--- config.mk ---
export PLATFORM = sky130hd
export DESIGN_NAME = tap_top
export DESIGN_NICKNAME = d
export VERILOG_FILES = /design/src/tap_pkg.sv /design/src/tap_fsm.sv /design/src/tap_idcode_reg.sv /design/src/tap_ir.sv /design/src/tap_tdo_out.sv /design/src/tap_top.sv
export SDC_FILE = /design/constraint.sdc
export NUM_CORES = 1
export LEC_CHECK = 0
export ABC_AREA = 1
export BUFFER_PORTS_ARGS = -buffer_cell sky130_fd_sc_hd__buf_2
export CORE_MARGIN = 2
export CORE_UTILIZATION = 62
export CTS_CLUSTER_DIAMETER = 60
export CTS_CLUSTER_SIZE = 20
export DETAILED_ROUTE_END_ITERATION = 6
export PLACE_DENSITY = 0.86
export SETUP_SLACK_MARGIN = 0.5
export SLEW_MARGIN = 20
export SYNTH_ARGS = -nofsm -noshare
export SYNTH_HDL_FRONTEND = slang
export SYNTH_HIERARCHICAL = 1
export SYNTH_SLANG_ARGS = --single-unit
--- constraint.sdc ---
create_clock -name tapc_tck -period 4.7 [get_ports tapc_tck]
set_clock_uncertainty 0.05 [all_clocks]
set_input_delay 0.47 -clock tapc_tck [delete_from_list [all_inputs] [get_ports tapc_tck]]
set_output_delay 0.47 -clock tapc_tck [all_outputs]
set_load 0.02 [all_outputs]
--- src/tap_pkg.sv ---
/*
 * TAP controller shared definitions
 * State encoding of the IEEE 1149.1 controller, the device ID type
 * and the instruction constants used across the datapath
 */

package tap_pkg;

    // ----------------------------------------------------------
    // TAP controller states
    // ----------------------------------------------------------

    typedef enum logic [3:0] {
        TAP_RESET,
        TAP_IDLE,
        // DR column
        TAP_DR_SELECT,
        TAP_DR_CAPTURE,
        TAP_DR_SHIFT,
        TAP_DR_EXIT1,
        TAP_DR_PAUSE,
        TAP_DR_EXIT2,
        TAP_DR_UPDATE,
        // IR column
        TAP_IR_SELECT,
        TAP_IR_CAPTURE,
        TAP_IR_SHIFT,
        TAP_IR_EXIT1,
        TAP_IR_PAUSE,
        TAP_IR_EXIT2,
        TAP_IR_UPDATE
    } tap_state_e;

    // ----------------------------------------------------------
    // Data registers and instructions
    // ----------------------------------------------------------

    // Device identification value, captured from fuses
    typedef logic [31:0] idcode_t;

    // IDCODE opcode, also the IR value after reset
    // Any other opcode selects BYPASS
    localparam int INSTR_IDCODE = 1;

    // Default instruction width
    localparam int IR_WIDTH_DEFAULT = 5;

endpackage : tap_pkg

--- src/tap_fsm.sv ---
/*
 * TAP controller state machine
 * Sixteen-state IEEE 1149.1 FSM, soft reset out of Test-Logic-Reset
 * and the capture, shift and update flags for the datapath
 */

`timescale 1ns/1ns

module tap_fsm (
    input  logic tapc_tck,
    input  logic tapc_trst_n,
    input  logic tms_i,
    output logic soft_rst_n_o,
    output logic ir_capture_o,
    output logic ir_shift_o,
    output logic ir_update_o,
    output logic ir_shift_q_o,
    output logic dr_capture_q_o,
    output logic dr_shift_q_o
);

    import tap_pkg::*;

    tap_state_e state_q;
    tap_state_e state_d;

    // ----------------------------------------------------------
    // Soft reset
    // ----------------------------------------------------------

    // Registered on the falling edge to settle before the next rising edge
    always_ff @(negedge tapc_tck or negedge tapc_trst_n) begin
        if (!tapc_trst_n) begin
            soft_rst_n_o <= 1'b0;
        end else begin
            soft_rst_n_o <= (state_q != TAP_RESET);
        end
    end

    // ----------------------------------------------------------
    // State register and transitions
    // ----------------------------------------------------------

    always_ff @(posedge tapc_tck or negedge tapc_trst_n) begin
        if (!tapc_trst_n) begin
            state_q <= TAP_RESET;
        end else begin
            state_q <= state_d;
        end
    end

    // Standard 1149.1 state graph
    // Five TMS highs end in reset from any state
    always_comb begin
        case (state_q)
            TAP_RESET:      state_d = tms_i ? TAP_RESET     : TAP_IDLE;
            TAP_IDLE:       state_d = tms_i ? TAP_DR_SELECT : TAP_IDLE;
            TAP_DR_SELECT:  state_d = tms_i ? TAP_IR_SELECT : TAP_DR_CAPTURE;
            TAP_DR_CAPTURE: state_d = tms_i ? TAP_DR_EXIT1  : TAP_DR_SHIFT;
            TAP_DR_SHIFT:   state_d = tms_i ? TAP_DR_EXIT1  : TAP_DR_SHIFT;
            TAP_DR_EXIT1:   state_d = tms_i ? TAP_DR_UPDATE : TAP_DR_PAUSE;
            TAP_DR_PAUSE:   state_d = tms_i ? TAP_DR_EXIT2  : TAP_DR_PAUSE;
            TAP_DR_EXIT2:   state_d = tms_i ? TAP_DR_UPDATE : TAP_DR_SHIFT;
            TAP_DR_UPDATE:  state_d = tms_i ? TAP_DR_SELECT : TAP_IDLE;
            TAP_IR_SELECT:  state_d = tms_i ? TAP_RESET     : TAP_IR_CAPTURE;
            TAP_IR_CAPTURE: state_d = tms_i ? TAP_IR_EXIT1  : TAP_IR_SHIFT;
            TAP_IR_SHIFT:   state_d = tms_i ? TAP_IR_EXIT1  : TAP_IR_SHIFT;
            TAP_IR_EXIT1:   state_d = tms_i ? TAP_IR_UPDATE : TAP_IR_PAUSE;
            TAP_IR_PAUSE:   state_d = tms_i ? TAP_IR_EXIT2  : TAP_IR_PAUSE;
            TAP_IR_EXIT2:   state_d = tms_i ? TAP_IR_UPDATE : TAP_IR_SHIFT;
            TAP_IR_UPDATE:  state_d = tms_i ? TAP_DR_SELECT : TAP_IDLE;
            default:        state_d = TAP_RESET;
        endcase
    end

    // IR flags decoded from the current state
    assign ir_capture_o = (state_q == TAP_IR_CAPTURE);
    assign ir_shift_o   = (state_q == TAP_IR_SHIFT);
    assign ir_update_o  = (state_q == TAP_IR_UPDATE);

    // ----------------------------------------------------------
    // Registered flags
    // ----------------------------------------------------------

    // Decoded from the next state
    // Each flag is high for the whole cycle spent in its state
    always_ff @(posedge tapc_tck or negedge tapc_trst_n) begin
        if (!tapc_trst_n) begin
            ir_shift_q_o   <= 1'b0;
            dr_capture_q_o <= 1'b0;
            dr_shift_q_o   <= 1'b0;
        end else begin
            ir_shift_q_o   <= (state_d == TAP_IR_SHIFT);
            dr_capture_q_o <= (state_d == TAP_DR_CAPTURE);
            dr_shift_q_o   <= (state_d == TAP_DR_SHIFT);
        end
    end

endmodule : tap_fsm

--- src/tap_idcode_reg.sv ---
/*
 * IDCODE data register
 * 32-bit device ID, loaded from the fuse value in Capture-DR
 * and shifted out LSB first in Shift-DR
 */

`timescale 1ns/1ns

module tap_idcode_reg (
    input  logic             tapc_tck,
    input  logic             tapc_trst_n,
    input  logic             soft_rst_n_i,
    input  logic             tdi_i,
    input  logic             select_i,
    input  logic             capture_i,
    input  logic             shift_i,
    input  tap_pkg::idcode_t capture_data_i,
    output logic             tdo_o
);

    import tap_pkg::*;

    idcode_t dr_q;

    // ----------------------------------------------------------
    // Capture and shift
    // ----------------------------------------------------------

    // Idle unless IDCODE is the current instruction
    always_ff @(posedge tapc_tck or negedge tapc_trst_n) begin
        if (!tapc_trst_n) begin
            dr_q <= '0;
        end else if (!soft_rst_n_i) begin
            dr_q <= '0;
        end else if (select_i && capture_i) begin
            dr_q <= capture_data_i;
        end else if (select_i && shift_i) begin
            dr_q <= {tdi_i, dr_q[$bits(idcode_t)-1:1]};
        end
    end

    // Serial out
    assign tdo_o = dr_q[0];

endmodule : tap_idcode_reg

--- src/tap_ir.sv ---
/*
 * TAP instruction register
 * Shift stage loaded with the capture pattern and shifted from TDI,
 * plus the instruction register updated in Update-IR
 */

`timescale 1ns/1ns

module tap_ir #(
    parameter int IR_WIDTH = 5
) (
    input  logic                tapc_tck,
    input  logic                tapc_trst_n,
    input  logic                soft_rst_n_i,
    input  logic                tdi_i,
    input  logic                ir_capture_i,
    input  logic                ir_shift_i,
    input  logic                ir_update_i,
    output logic [IR_WIDTH-1:0] ir_o,
    output logic                ir_tdo_o
);

    import tap_pkg::*;

    // Capture pattern, only bit 0 set as 1149.1 requires
    localparam logic [IR_WIDTH-1:0] IR_CAPTURE = IR_WIDTH'(1);
    localparam logic [IR_WIDTH-1:0] IR_RESET   = IR_WIDTH'(INSTR_IDCODE);

    logic [IR_WIDTH-1:0] shift_q;

    // ----------------------------------------------------------
    // Shift stage, LSB out first
    // ----------------------------------------------------------

    always_ff @(posedge tapc_tck or negedge tapc_trst_n) begin
        if (!tapc_trst_n) begin
            shift_q <= '0;
        end else if (!soft_rst_n_i) begin
            shift_q <= '0;
        end else if (ir_capture_i) begin
            shift_q <= IR_CAPTURE;
        end else if (ir_shift_i) begin
            // TDI enters at the top
            shift_q <= {tdi_i, shift_q[IR_WIDTH-1:1]};
        end
    end

    assign ir_tdo_o = shift_q[0];

    // ----------------------------------------------------------
    // Instruction register
    // ----------------------------------------------------------

    // Falling edge in Update-IR
    always_ff @(negedge tapc_tck or negedge tapc_trst_n) begin
        if (!tapc_trst_n) begin
            ir_o <= IR_RESET;
        end else if (!soft_rst_n_i) begin
            ir_o <= IR_RESET;
        end else if (ir_update_i) begin
            ir_o <= shift_q;
        end
    end

endmodule : tap_ir

--- src/tap_tdo_out.sv ---
/*
 * TAP data register select and TDO output stage
 * Instruction decode, BYPASS bit, serial mux and the
 * falling-edge TDO and TDO enable registers
 */

`timescale 1ns/1ns

module tap_tdo_out #(
    parameter int IR_WIDTH = 5
) (
    input  logic                tapc_tck,
    input  logic                tapc_trst_n,
    input  logic                soft_rst_n_i,
    input  logic                tdi_i,
    input  logic [IR_WIDTH-1:0] ir_i,
    input  logic                ir_tdo_i,
    input  logic                idcode_tdo_i,
    input  logic                ir_shift_q_i,
    input  logic                dr_capture_q_i,
    input  logic                dr_shift_q_i,
    output logic                idcode_sel_o,
    output logic                tdo_o,
    output logic                tdo_en_o
);

    import tap_pkg::*;

    logic bypass_sel;
    logic bypass_q;
    logic dr_tdo;

    // ----------------------------------------------------------
    // Instruction decode
    // ----------------------------------------------------------

    // Anything that is not IDCODE falls back to BYPASS
    assign idcode_sel_o = (ir_i == IR_WIDTH'(INSTR_IDCODE));
    assign bypass_sel   = !idcode_sel_o;

    // BYPASS bit captures 0 and then delays TDI by one cycle
    always_ff @(posedge tapc_tck or negedge tapc_trst_n) begin
        if (!tapc_trst_n) begin
            bypass_q <= 1'b0;
        end else if (!soft_rst_n_i) begin
            bypass_q <= 1'b0;
        end else if (bypass_sel && dr_capture_q_i) begin
            bypass_q <= 1'b0;
        end else if (bypass_sel && dr_shift_q_i) begin
            bypass_q <= tdi_i;
        end
    end

    assign dr_tdo = idcode_sel_o ? idcode_tdo_i : bypass_q;

    // ----------------------------------------------------------
    // TDO output registers
    // ----------------------------------------------------------

    always_ff @(negedge tapc_tck or negedge tapc_trst_n) begin
        if (!tapc_trst_n) begin
            tdo_en_o <= 1'b0;
            tdo_o    <= 1'b0;
        end else begin
            tdo_en_o <= dr_shift_q_i || ir_shift_q_i;
            // DR shift has priority over IR shift
            // Driven low outside both shift states
            tdo_o    <= dr_shift_q_i ? dr_tdo : (ir_shift_q_i ? ir_tdo_i : 1'b0);
        end
    end

endmodule : tap_tdo_out

--- src/tap_top.sv ---
/*
 * TAP controller top level
 * FSM plus instruction register, IDCODE register and TDO stage
 */

`timescale 1ns/1ns

module tap_top #(
    parameter int IR_WIDTH = tap_pkg::IR_WIDTH_DEFAULT
) (
    input  logic             tapc_tck,
    input  logic             tapc_trst_n,
    input  logic             tms_i,
    input  logic             tdi_i,
    input  tap_pkg::idcode_t fuse_idcode_i,
    output logic             tdo_o,
    output logic             tdo_en_o
);

    // Controller outputs
    logic soft_rst_n;
    logic ir_capture;
    logic ir_shift;
    logic ir_update;
    logic ir_shift_q;
    logic dr_capture_q;
    logic dr_shift_q;

    // Datapath
    logic [IR_WIDTH-1:0] ir;
    logic                ir_tdo;
    logic                idcode_tdo;
    logic                idcode_sel;

    // ----------------------------------------------------------
    // Controller
    // ----------------------------------------------------------

    tap_fsm u_fsm (
        .tapc_tck       (tapc_tck),
        .tapc_trst_n    (tapc_trst_n),
        .tms_i          (tms_i),
        .soft_rst_n_o   (soft_rst_n),
        .ir_capture_o   (ir_capture),
        .ir_shift_o     (ir_shift),
        .ir_update_o    (ir_update),
        .ir_shift_q_o   (ir_shift_q),
        .dr_capture_q_o (dr_capture_q),
        .dr_shift_q_o   (dr_shift_q)
    );

    // ----------------------------------------------------------
    // Datapath
    // ----------------------------------------------------------

    tap_ir #(.IR_WIDTH(IR_WIDTH)) u_ir (
        .tapc_tck     (tapc_tck),
        .tapc_trst_n  (tapc_trst_n),
        .soft_rst_n_i (soft_rst_n),
        .tdi_i        (tdi_i),
        .ir_capture_i (ir_capture),
        .ir_shift_i   (ir_shift),
        .ir_update_i  (ir_update),
        .ir_o         (ir),
        .ir_tdo_o     (ir_tdo)
    );

    tap_idcode_reg u_idcode (
        .tapc_tck       (tapc_tck),
        .tapc_trst_n    (tapc_trst_n),
        .soft_rst_n_i   (soft_rst_n),
        .tdi_i          (tdi_i),
        .select_i       (idcode_sel),
        .capture_i      (dr_capture_q),
        .shift_i        (dr_shift_q),
        .capture_data_i (fuse_idcode_i),
        .tdo_o          (idcode_tdo)
    );

    // Register select and serial output
    tap_tdo_out #(.IR_WIDTH(IR_WIDTH)) u_tdo (
        .tapc_tck       (tapc_tck),
        .tapc_trst_n    (tapc_trst_n),
        .soft_rst_n_i   (soft_rst_n),
        .tdi_i          (tdi_i),
        .ir_i           (ir),
        .ir_tdo_i       (ir_tdo),
        .idcode_tdo_i   (idcode_tdo),
        .ir_shift_q_i   (ir_shift_q),
        .dr_capture_q_i (dr_capture_q),
        .dr_shift_q_i   (dr_shift_q),
        .idcode_sel_o   (idcode_sel),
        .tdo_o          (tdo_o),
        .tdo_en_o       (tdo_en_o)
    );

endmodule : tap_top
### After elaboration in Yosys (flattened, before gate mapping)

Cells that the tools add are included.

* logic and storage cells: 72
* flip-flop bits (word level): 53
* input port bits: 36

* reduce and logical (&&, ||, !) cells: 11
* muxes and demuxes: 27
* eq/ne operators: 23

Operators by type and width (count)
* $mux W32: 3
* $pmux W4 S12: 1
* $eq A4 B4 Y1 const B: 9
* $mux W5: 5
* $eq A4 B3 Y1 const B: 5
* $mux W4: 4
* $eq A4 B2 Y1 const B: 3
* $mux W1: 9
* $mux W2: 3
* $mux W3: 2
* $ne A3 B1 Y1 const B: 2
* $eq A5 B1 Y1 const B: 1
* $eq A4 B1 Y1 const B: 1
* $logic_and A1 B1 Y1: 4
* $logic_not A4 Y1: 1
* $reduce_bool A4 Y1: 1
* $reduce_or A2 Y1: 2
* $ne A3 B3 Y1 const B: 1
* $reduce_or A3 Y1: 1
* $ne A2 B2 Y1 const B: 1
* $logic_not A1 Y1: 1
* $logic_or A1 B1 Y1: 1

### Longest topological paths before layout

Gate-level depths: netlist of run 1.

* depth in word-level cells: 6
* mapped depth: 12

### Cells and area by module

Netlist of run 1, hierarchy kept.

By module, submodules not included
* tap_idcode_reg: instances 1, cells each 253, sequential area each 800.8 um^2, area each 1839.3 um^2
* tap_fsm: instances 1, cells each 80, sequential area each 200.2 um^2, area each 565.5 um^2
* tap_ir: instances 1, cells each 50, sequential area each 251.5 um^2, area each 436.7 um^2
* tap_tdo_out: instances 1, cells each 23, sequential area each 75.1 um^2, area each 173.9 um^2

==> results of run 1 <==
-- flip-flops by register name, indices dropped and copies added, names as in the netlist, 4 cells and up --
name and count:
u_fsm/state_q 4, u_idcode/dr_q 32, u_ir/ir_o 5, u_ir/shift_q 5
-- power groups by stage --
stage / sequential, uW / clock (uW) / combinational [uW]
after CTS: 596 / 295 / 498
final: 596 / 287 / 504
after global routing: 608 / 315 / 566
after floorplan: 565 / 2.66 / 445
after detailed placement: 604 / 2.66 / 496
after global placement: 601 / 2.66 / 483
-- cells in the final DEF (no fill, tap or decap), types with 2 or more instances in the layout --
| cell type | n |
|---|---|
| nor2_1 | 14 |
| o21ai_0 | 2 |
| buf_4 | 6 |
| dfrtn_1 | 7 |
| nor2_4 | 2 |
| nand2_4 | 2 |
| inv_2 | 7 |
| inv_1 | 18 |
| nand3_2 | 3 |
| nand4_1 | 34 |
| nand2_1 | 167 |
| dfrtp_1 | 44 |
| nand2_2 | 4 |
| nand3_1 | 52 |
| buf_2 | 37 |
| clkbuf_8 | 6 |
| a21oi_1 | 2 |
| nor2_2 | 9 |
| o21ai_2 | 2 |
-- through the flow --
stage	hold WS (ps)	instance area, sq um	power [uW]	setup slack (ps)	std cells
6_report	28.8	3270	1390	615	485
5_1_grt	50.7	3270	1490	492	485
4_1_cts	33.3	3250	1390	504	485
3_3_place_gp	366	3150	1090	615	477
2_1_floorplan	124	3020	1010	735	406
3_5_place_dp	369	3150	1100	549	477
-- layout make-up --
cell class / count / area (sq um)
Clock buffer: 7 / 86.3
Clock inverter: 2 / 21.3
Fill cell: 397 / 1430
Inverter: 24 / 90.1
Multi-Input combinational cell: 300 / 1420
Sequential cell: 53 / 1330
Tap cell: 54 / 67.6
Timing Repair Buffer: 45 / 256
-- logic make-up (layout without fill, tap and decap cells) --
group | after synthesis | after routing | synth area share, %
AOI/OAI and AO/OA | 11 | 11 | 3.03
buffers and inverters | 53 | 78 | 9.00
DFF | 53 | 53 | 44.0
and+or+nand+nor | 289 | 289 | 43.9
-- routing by layer --
| metal | up-vias | GRT usage (%) | part of all wire, % | wire, um |
|---|---|---|---|---|
| met5 | - | 0 | 0 | 0 |
| met4 | 0 | 7.07 | 1.3 | 78 |
| met3 | 6 | 4.94 | 4.2 | 264 |
| met2 | 60 | 44.3 | 50 | 3130 |
| met1 | 1245 | 30.7 | 44 | 2770 |
| li1 | 1362 | - | - | - |
-- worst min-delay path by stage --
stage | slack, ps | end | cells after the start
6_report | 30 | u_tdo/bypass_q$_DFFE_PN0P_ | 1
5_1_grt | 50 | u_idcode/dr_q[0]$_DFFE_PN0P_ | 1
4_1_cts | 30 | u_idcode/dr_q[0]$_DFFE_PN0P_ | 1
3_5_place_dp | 370 | u_tdo/bypass_q$_DFFE_PN0P_ | 1
3_3_place_gp | 370 | u_idcode/dr_q[0]$_DFFE_PN0P_ | 1
2_1_floorplan | 120 | u_fsm/dr_capture_q_o$_DFF_PN0_ | 0
-- Yosys cell counts (all sizes together) --
| master | instances | share of area (%) |
|---|---|---|
| o2111ai | 1 | 0.29 |
| dfstp | 1 | 0.87 |
| clkbuf | 6 | 0.75 |
| o21ai | 4 | 0.91 |
| nand2 | 173 | 22 |
| dfrtp | 45 | 37 |
| nor2 | 25 | 4.4 |
| o21bai | 1 | 0.25 |
| o211ai | 1 | 0.41 |
| inv | 25 | 3.1 |
| or2 | 1 | 0.21 |
| nand3 | 55 | 9.6 |
| a21oi | 4 | 1.2 |
| nor3 | 1 | 0.33 |
| buf | 22 | 5.1 |
| nand4 | 34 | 7.1 |
| dfrtn | 7 | 5.8 |
-- critical path, cell delays in order, from the launching register on --
cell and delay, ps:
dfstp_2 520, inv_1 40, nor2_2 110, nand3_2 120
inv_2 130, nand2_4 80, buf_4 260, nand2_1 90
nand2_1 50, nand2_1 60, nand2_1 50
-- repair_timing --
item / in CTS / in global routing
setup buffers: 0 / 0
endpoints found under the setup margin: 0 / 32
resized for setup: 0 / 4
==> qor.yml, run 1 <==
finish:
  drive_gt1_share_pct: 20.4
  area_growth_pct: 8.34
  n_antenna_cell: 0
  final_nets: 466
  final_util_pct: 69.6
clocking:
  h-tree-depth: 2
  clk_pin_slew_ps: 90
  cts_hold_buf: 0
  cts_root_buffer: "clkbuf_8"
  cts_inserted_buffers: 5
  cts_tree: "yes"
  clock_latency_ps: 350
  cts.sinks: 53
  clk_path_buf_depth: 2
logic_synthesis:
  synthCells: 406
  synth_fp_nets: 442
  yosysSeqAreaShare_pct: 44.0
  synth.distinct_cells: 28
  syn_area_per_cell_sq_um: 7.43
  yosysWarnings: 6
  ys_seq_elements: 53
  netlist_area_sq_mm: 0.00302
timing:
  slew_headroom_pct: 57.9
  tightest_slew_ps: 631
  hold_viol_final: 0
  slew_viol_final: 0
  setup_viol: 0
  fin_tns_setup_ps: 0
  rsz0062_at_grt: "no"
critical_path:
  critPathCapture: "u_idcode/dr_q[16]$_DFFE_PN0P_"
  cp-startpoint: "u_ir/ir_o[0]$_DFFE_NN1P_"
  required_ps: 4850
  worst_setup_path_end_kind: "flip-flop"
  r2r-start: "u_ir/ir_o[0]$_DFFE_NN1P_"
  crit_fanout: 33
  ff2ff_path_depth: 10
  criticalPathCategory: "flip-flop to flip-flop"
  cp.arrival_ps: 4240
  r2r-end: "u_idcode/dr_q[16]$_DFFE_PN0P_"
  r2r_slack_ps: 610
  startpoint_type: "flip-flop"
floorplan:
  die_area_sq_mm: 0.00544
  rows: 25
  core_area_sq_mm: 0.00469
  initial_core_util_pct: 64.3
  io-pin-count: 38
  die_h_um: 73.7
  die_w_um: 73.7
routing:
  wirelength_um: 6240
  detail-route-antenna-nets: 0
  dr_total_vias: 2673
  via_per_inst: 5.51
  drtIter0Drc: 194
  drc: 0
  wl_per_cell_um: 12.9
  firstDrtPassIters: 4
global_routing:
  grt_pass1_vias: 2491
  grt_max_degree: 37
  grt_pass1_wl_um: 10600
  gr-total-overflow: 0
  gr-usage-all-layers_pct: 25.0
  antenna_found_initial: 0
placement:
  dp_hpwl_um: 4180
  gp_congestion: 0.928
  numPortBuffers: 37
flow_run:
  drv_cap: 0
pwr:
  clockPowerShare_pct: 20.7
  leakage_uw: 0.00190
  switchingPower_uw: 557
  pwr_density_cell_mw_per_mm2: 425
  p_sw_share_pct: 40.1
  ir_worst_vdd_mv: 0.295
  p_int_uw: 831
  comb_power_share_pct: 36.3
  power_frac_seq_pct: 43.0
min_path:
  hold_class: "input pin to async pin"
run_status:
  outcome: "finished clean"
Power figures use the tool's default switching activity.
==> run 2: changes to the inputs <==
--- a/config.mk
+++ b/config.mk
@@ -7,7 +7,6 @@
 export LEC_CHECK = 0
 export ABC_AREA = 1
 export BUFFER_PORTS_ARGS = -buffer_cell sky130_fd_sc_hd__buf_2
-export CORE_MARGIN = 2
 export CORE_UTILIZATION = 62
 export CTS_CLUSTER_DIAMETER = 60
 export CTS_CLUSTER_SIZE = 20
==> qor.yml, run 2 (synthesis gave the netlist of run 1 again) <==
run_status:
  outcome: "finished clean"
floorplan:
  rows: 25
  die_w_um: 71.7
  initial_core_util_pct: 64.3
  die_area_sq_mm: 0.00515
  io-pin-count: 38
  core_area_sq_mm: 0.00469
  die_h_um: 71.7
pwr:
  switchingPower_uw: 611
  ir_worst_vdd_mv: 0.355
  comb_power_share_pct: 43.3
  clockPowerShare_pct: 17.2
  p_int_uw: 876
  power_frac_seq_pct: 39.5
  leakage_uw: 0.00201
  p_sw_share_pct: 41.1
  pwr_density_cell_mw_per_mm2: 421
finish:
  largest_register_ffs: 32
  fillers: 356
  top_register: "u_idcode/dr_q"
  drive_gt1_share_pct: 23.7
  layout_commonest_cell: "nand2_1"
  final_nets: 482
  most-common-layout-cells: "nand2_1 (165), nand3_1 (52), dfrtp_1 (44)"
  n_antenna_cell: 0
  stdcell_count: 501
  top_regs: "u_idcode/dr_q (32), u_ir/ir_o (5), u_ir/shift_q (5)"
  final_util_pct: 75.2
  area_growth_pct: 17.0
timing:
  holdWs_ps: 119
  slew_viol_final: 0
  worst_slack_ps: 501
  tightest_slew_ps: 729
  hold_viol_final: 0
  slew_headroom_pct: 51.4
  rsz0062_at_grt: "no"
  setup_viol: 0
  fin_tns_setup_ps: 0
global_routing:
  antenna_found_initial: 0
  gr-usage-all-layers_pct: 26.7
  grt_pass1_vias: 2563
  grt_pass1_wl_um: 10700
  grt_max_degree: 35
  gr-total-overflow: 0
critical_path:
  criticalPathCategory: "flip-flop to flip-flop"
  required_ps: 4900
  critPathBufInv: 4
  startpoint_type: "flip-flop"
  cp_top_family: "simple AND/OR/NAND/NOR gates"
  cp_common_cell: "nand2_1"
  critPathMaxStageDelay_ps: 520
  worstPathCellList: "inv_2 -> nor2_4 -> nand3_4 -> clkinv_4 -> buf_4 -> bufbuf_16 -> nand3_1 -> nand2_1 -> nand2_1 -> nand2_1"
  worst_setup_path_end_kind: "flip-flop"
  cp.arrival_ps: 4400
  cpMaxStageDelayCell: "dfstp_2"
  crit_fanout: 16
routing:
  detail-route-antenna-nets: 0
  wirelength_um: 7500
  drtIter0Drc: 324
  dr_total_vias: 2936
  via_per_inst: 5.86
  drc: 0
  wl_per_cell_um: 15.0
  firstDrtPassIters: 5
clocking:
  clock_latency_ps: 360
  cts_hold_buf: 0
  clk_pin_slew_ps: 90
  cts_tree: "yes"
  cts_inserted_buffers: 5
  cts.sinks: 53
  cts_root_buffer: "clkbuf_8"
  clk_path_buf_depth: 2
  h-tree-depth: 2
min_path:
  hold_class: "input pin to async pin"
placement:
  dp_cells: 477
  numPortBuffers: 37
  gp_congestion: 0.851
  dp_hpwl_um: 4220
  detailedPlace.worstSlack_ps: 340
flow_run:
  drv_cap: 0
## run 2: cell types whose count changed in the layout (fill, tap and decap cells not counted), sizes merged
cell / change
bufinv: -1
bufbuf: +1
nand2: +1
clkinv: +1
clkbuf: +3
buf: +11
inv: -1
clkinvlp: +1
## run 2: layer usage
layer	part of all wire (%)	up-vias	track usage, %
met5	0	-	0
met4	2.5	0	8.50
met3	6.5	19	4.92
met2	50	134	48.7
met1	41	1385	31.9
li1	-	1398	-
## run 2: worst paths after layout
check / startpoint / to / slack, ps / depth (start not counted)
setup / recovery: u_ir/ir_o[0]$_DFFE_NN1P_ / u_idcode/dr_q[12]$_DFFE_PN0P_ / 500 / 10
hold / removal: tapc_trst_n / u_idcode/dr_q[25]$_DFFE_PN0P_ / 120 / 1
setup reg to reg: u_ir/ir_o[0]$_DFFE_NN1P_ / u_idcode/dr_q[12]$_DFFE_PN0P_ / 500 / 10
hold reg to reg: u_ir/ir_o[2]$_DFFE_NN0P_ / u_ir/ir_o[2]$_DFFE_NN0P_ / 420 / 2
min in group tapc_tck: tms_i / u_fsm/dr_capture_q_o$_DFF_PN0_ / 380 / 2
max in group asynchronous: tapc_trst_n / u_ir/ir_o[0]$_DFFE_NN1P_ / 1780 / 1
## run 2: area by class of cell
| class | instances | area [sq um] | area share (%) |
|---|---|---|---|
| timing repair buffer | 60 | 487 | 13.8 |
| multi-input combinational | 301 | 1460 | 41.5 |
| tap | 54 | 67.6 | 1.91 |
| clock inverter | 2 | 11.3 | 0.319 |
| clock buffer | 7 | 76.3 | 2.16 |
| sequential | 53 | 1330 | 37.7 |
| inverter | 24 | 95.1 | 2.70 |
## run 2: power by group through the flow
stage                     registers (uW)  logic [uW]  clock network (uW)
after CTS                            582         542                 258
after detailed placement             590         511                2.66
after floorplan                      565         445                2.66
after global routing                 595         697                 276
final                                588         643                 256
after global placement               588         498                2.66
## run 2: through the flow
step / total power, uW / area, sq um
final: 1490 / 3530
after global routing: 1570 / 3530
after CTS: 1380 / 3310
after detailed placement: 1100 / 3150
after global placement: 1090 / 3150
after floorplan: 1010 / 3020
## run 2: what timing repair did
| action | in CTS | in global routing |
|---|---|---|
| gates cloned | 1 | 4 |
| resized for setup | 12 | 8 |
| pin swaps | 0 | 3 |
| endpoints found under the setup margin | 32 | 32 |
| buffers inserted | 0 | 11 |
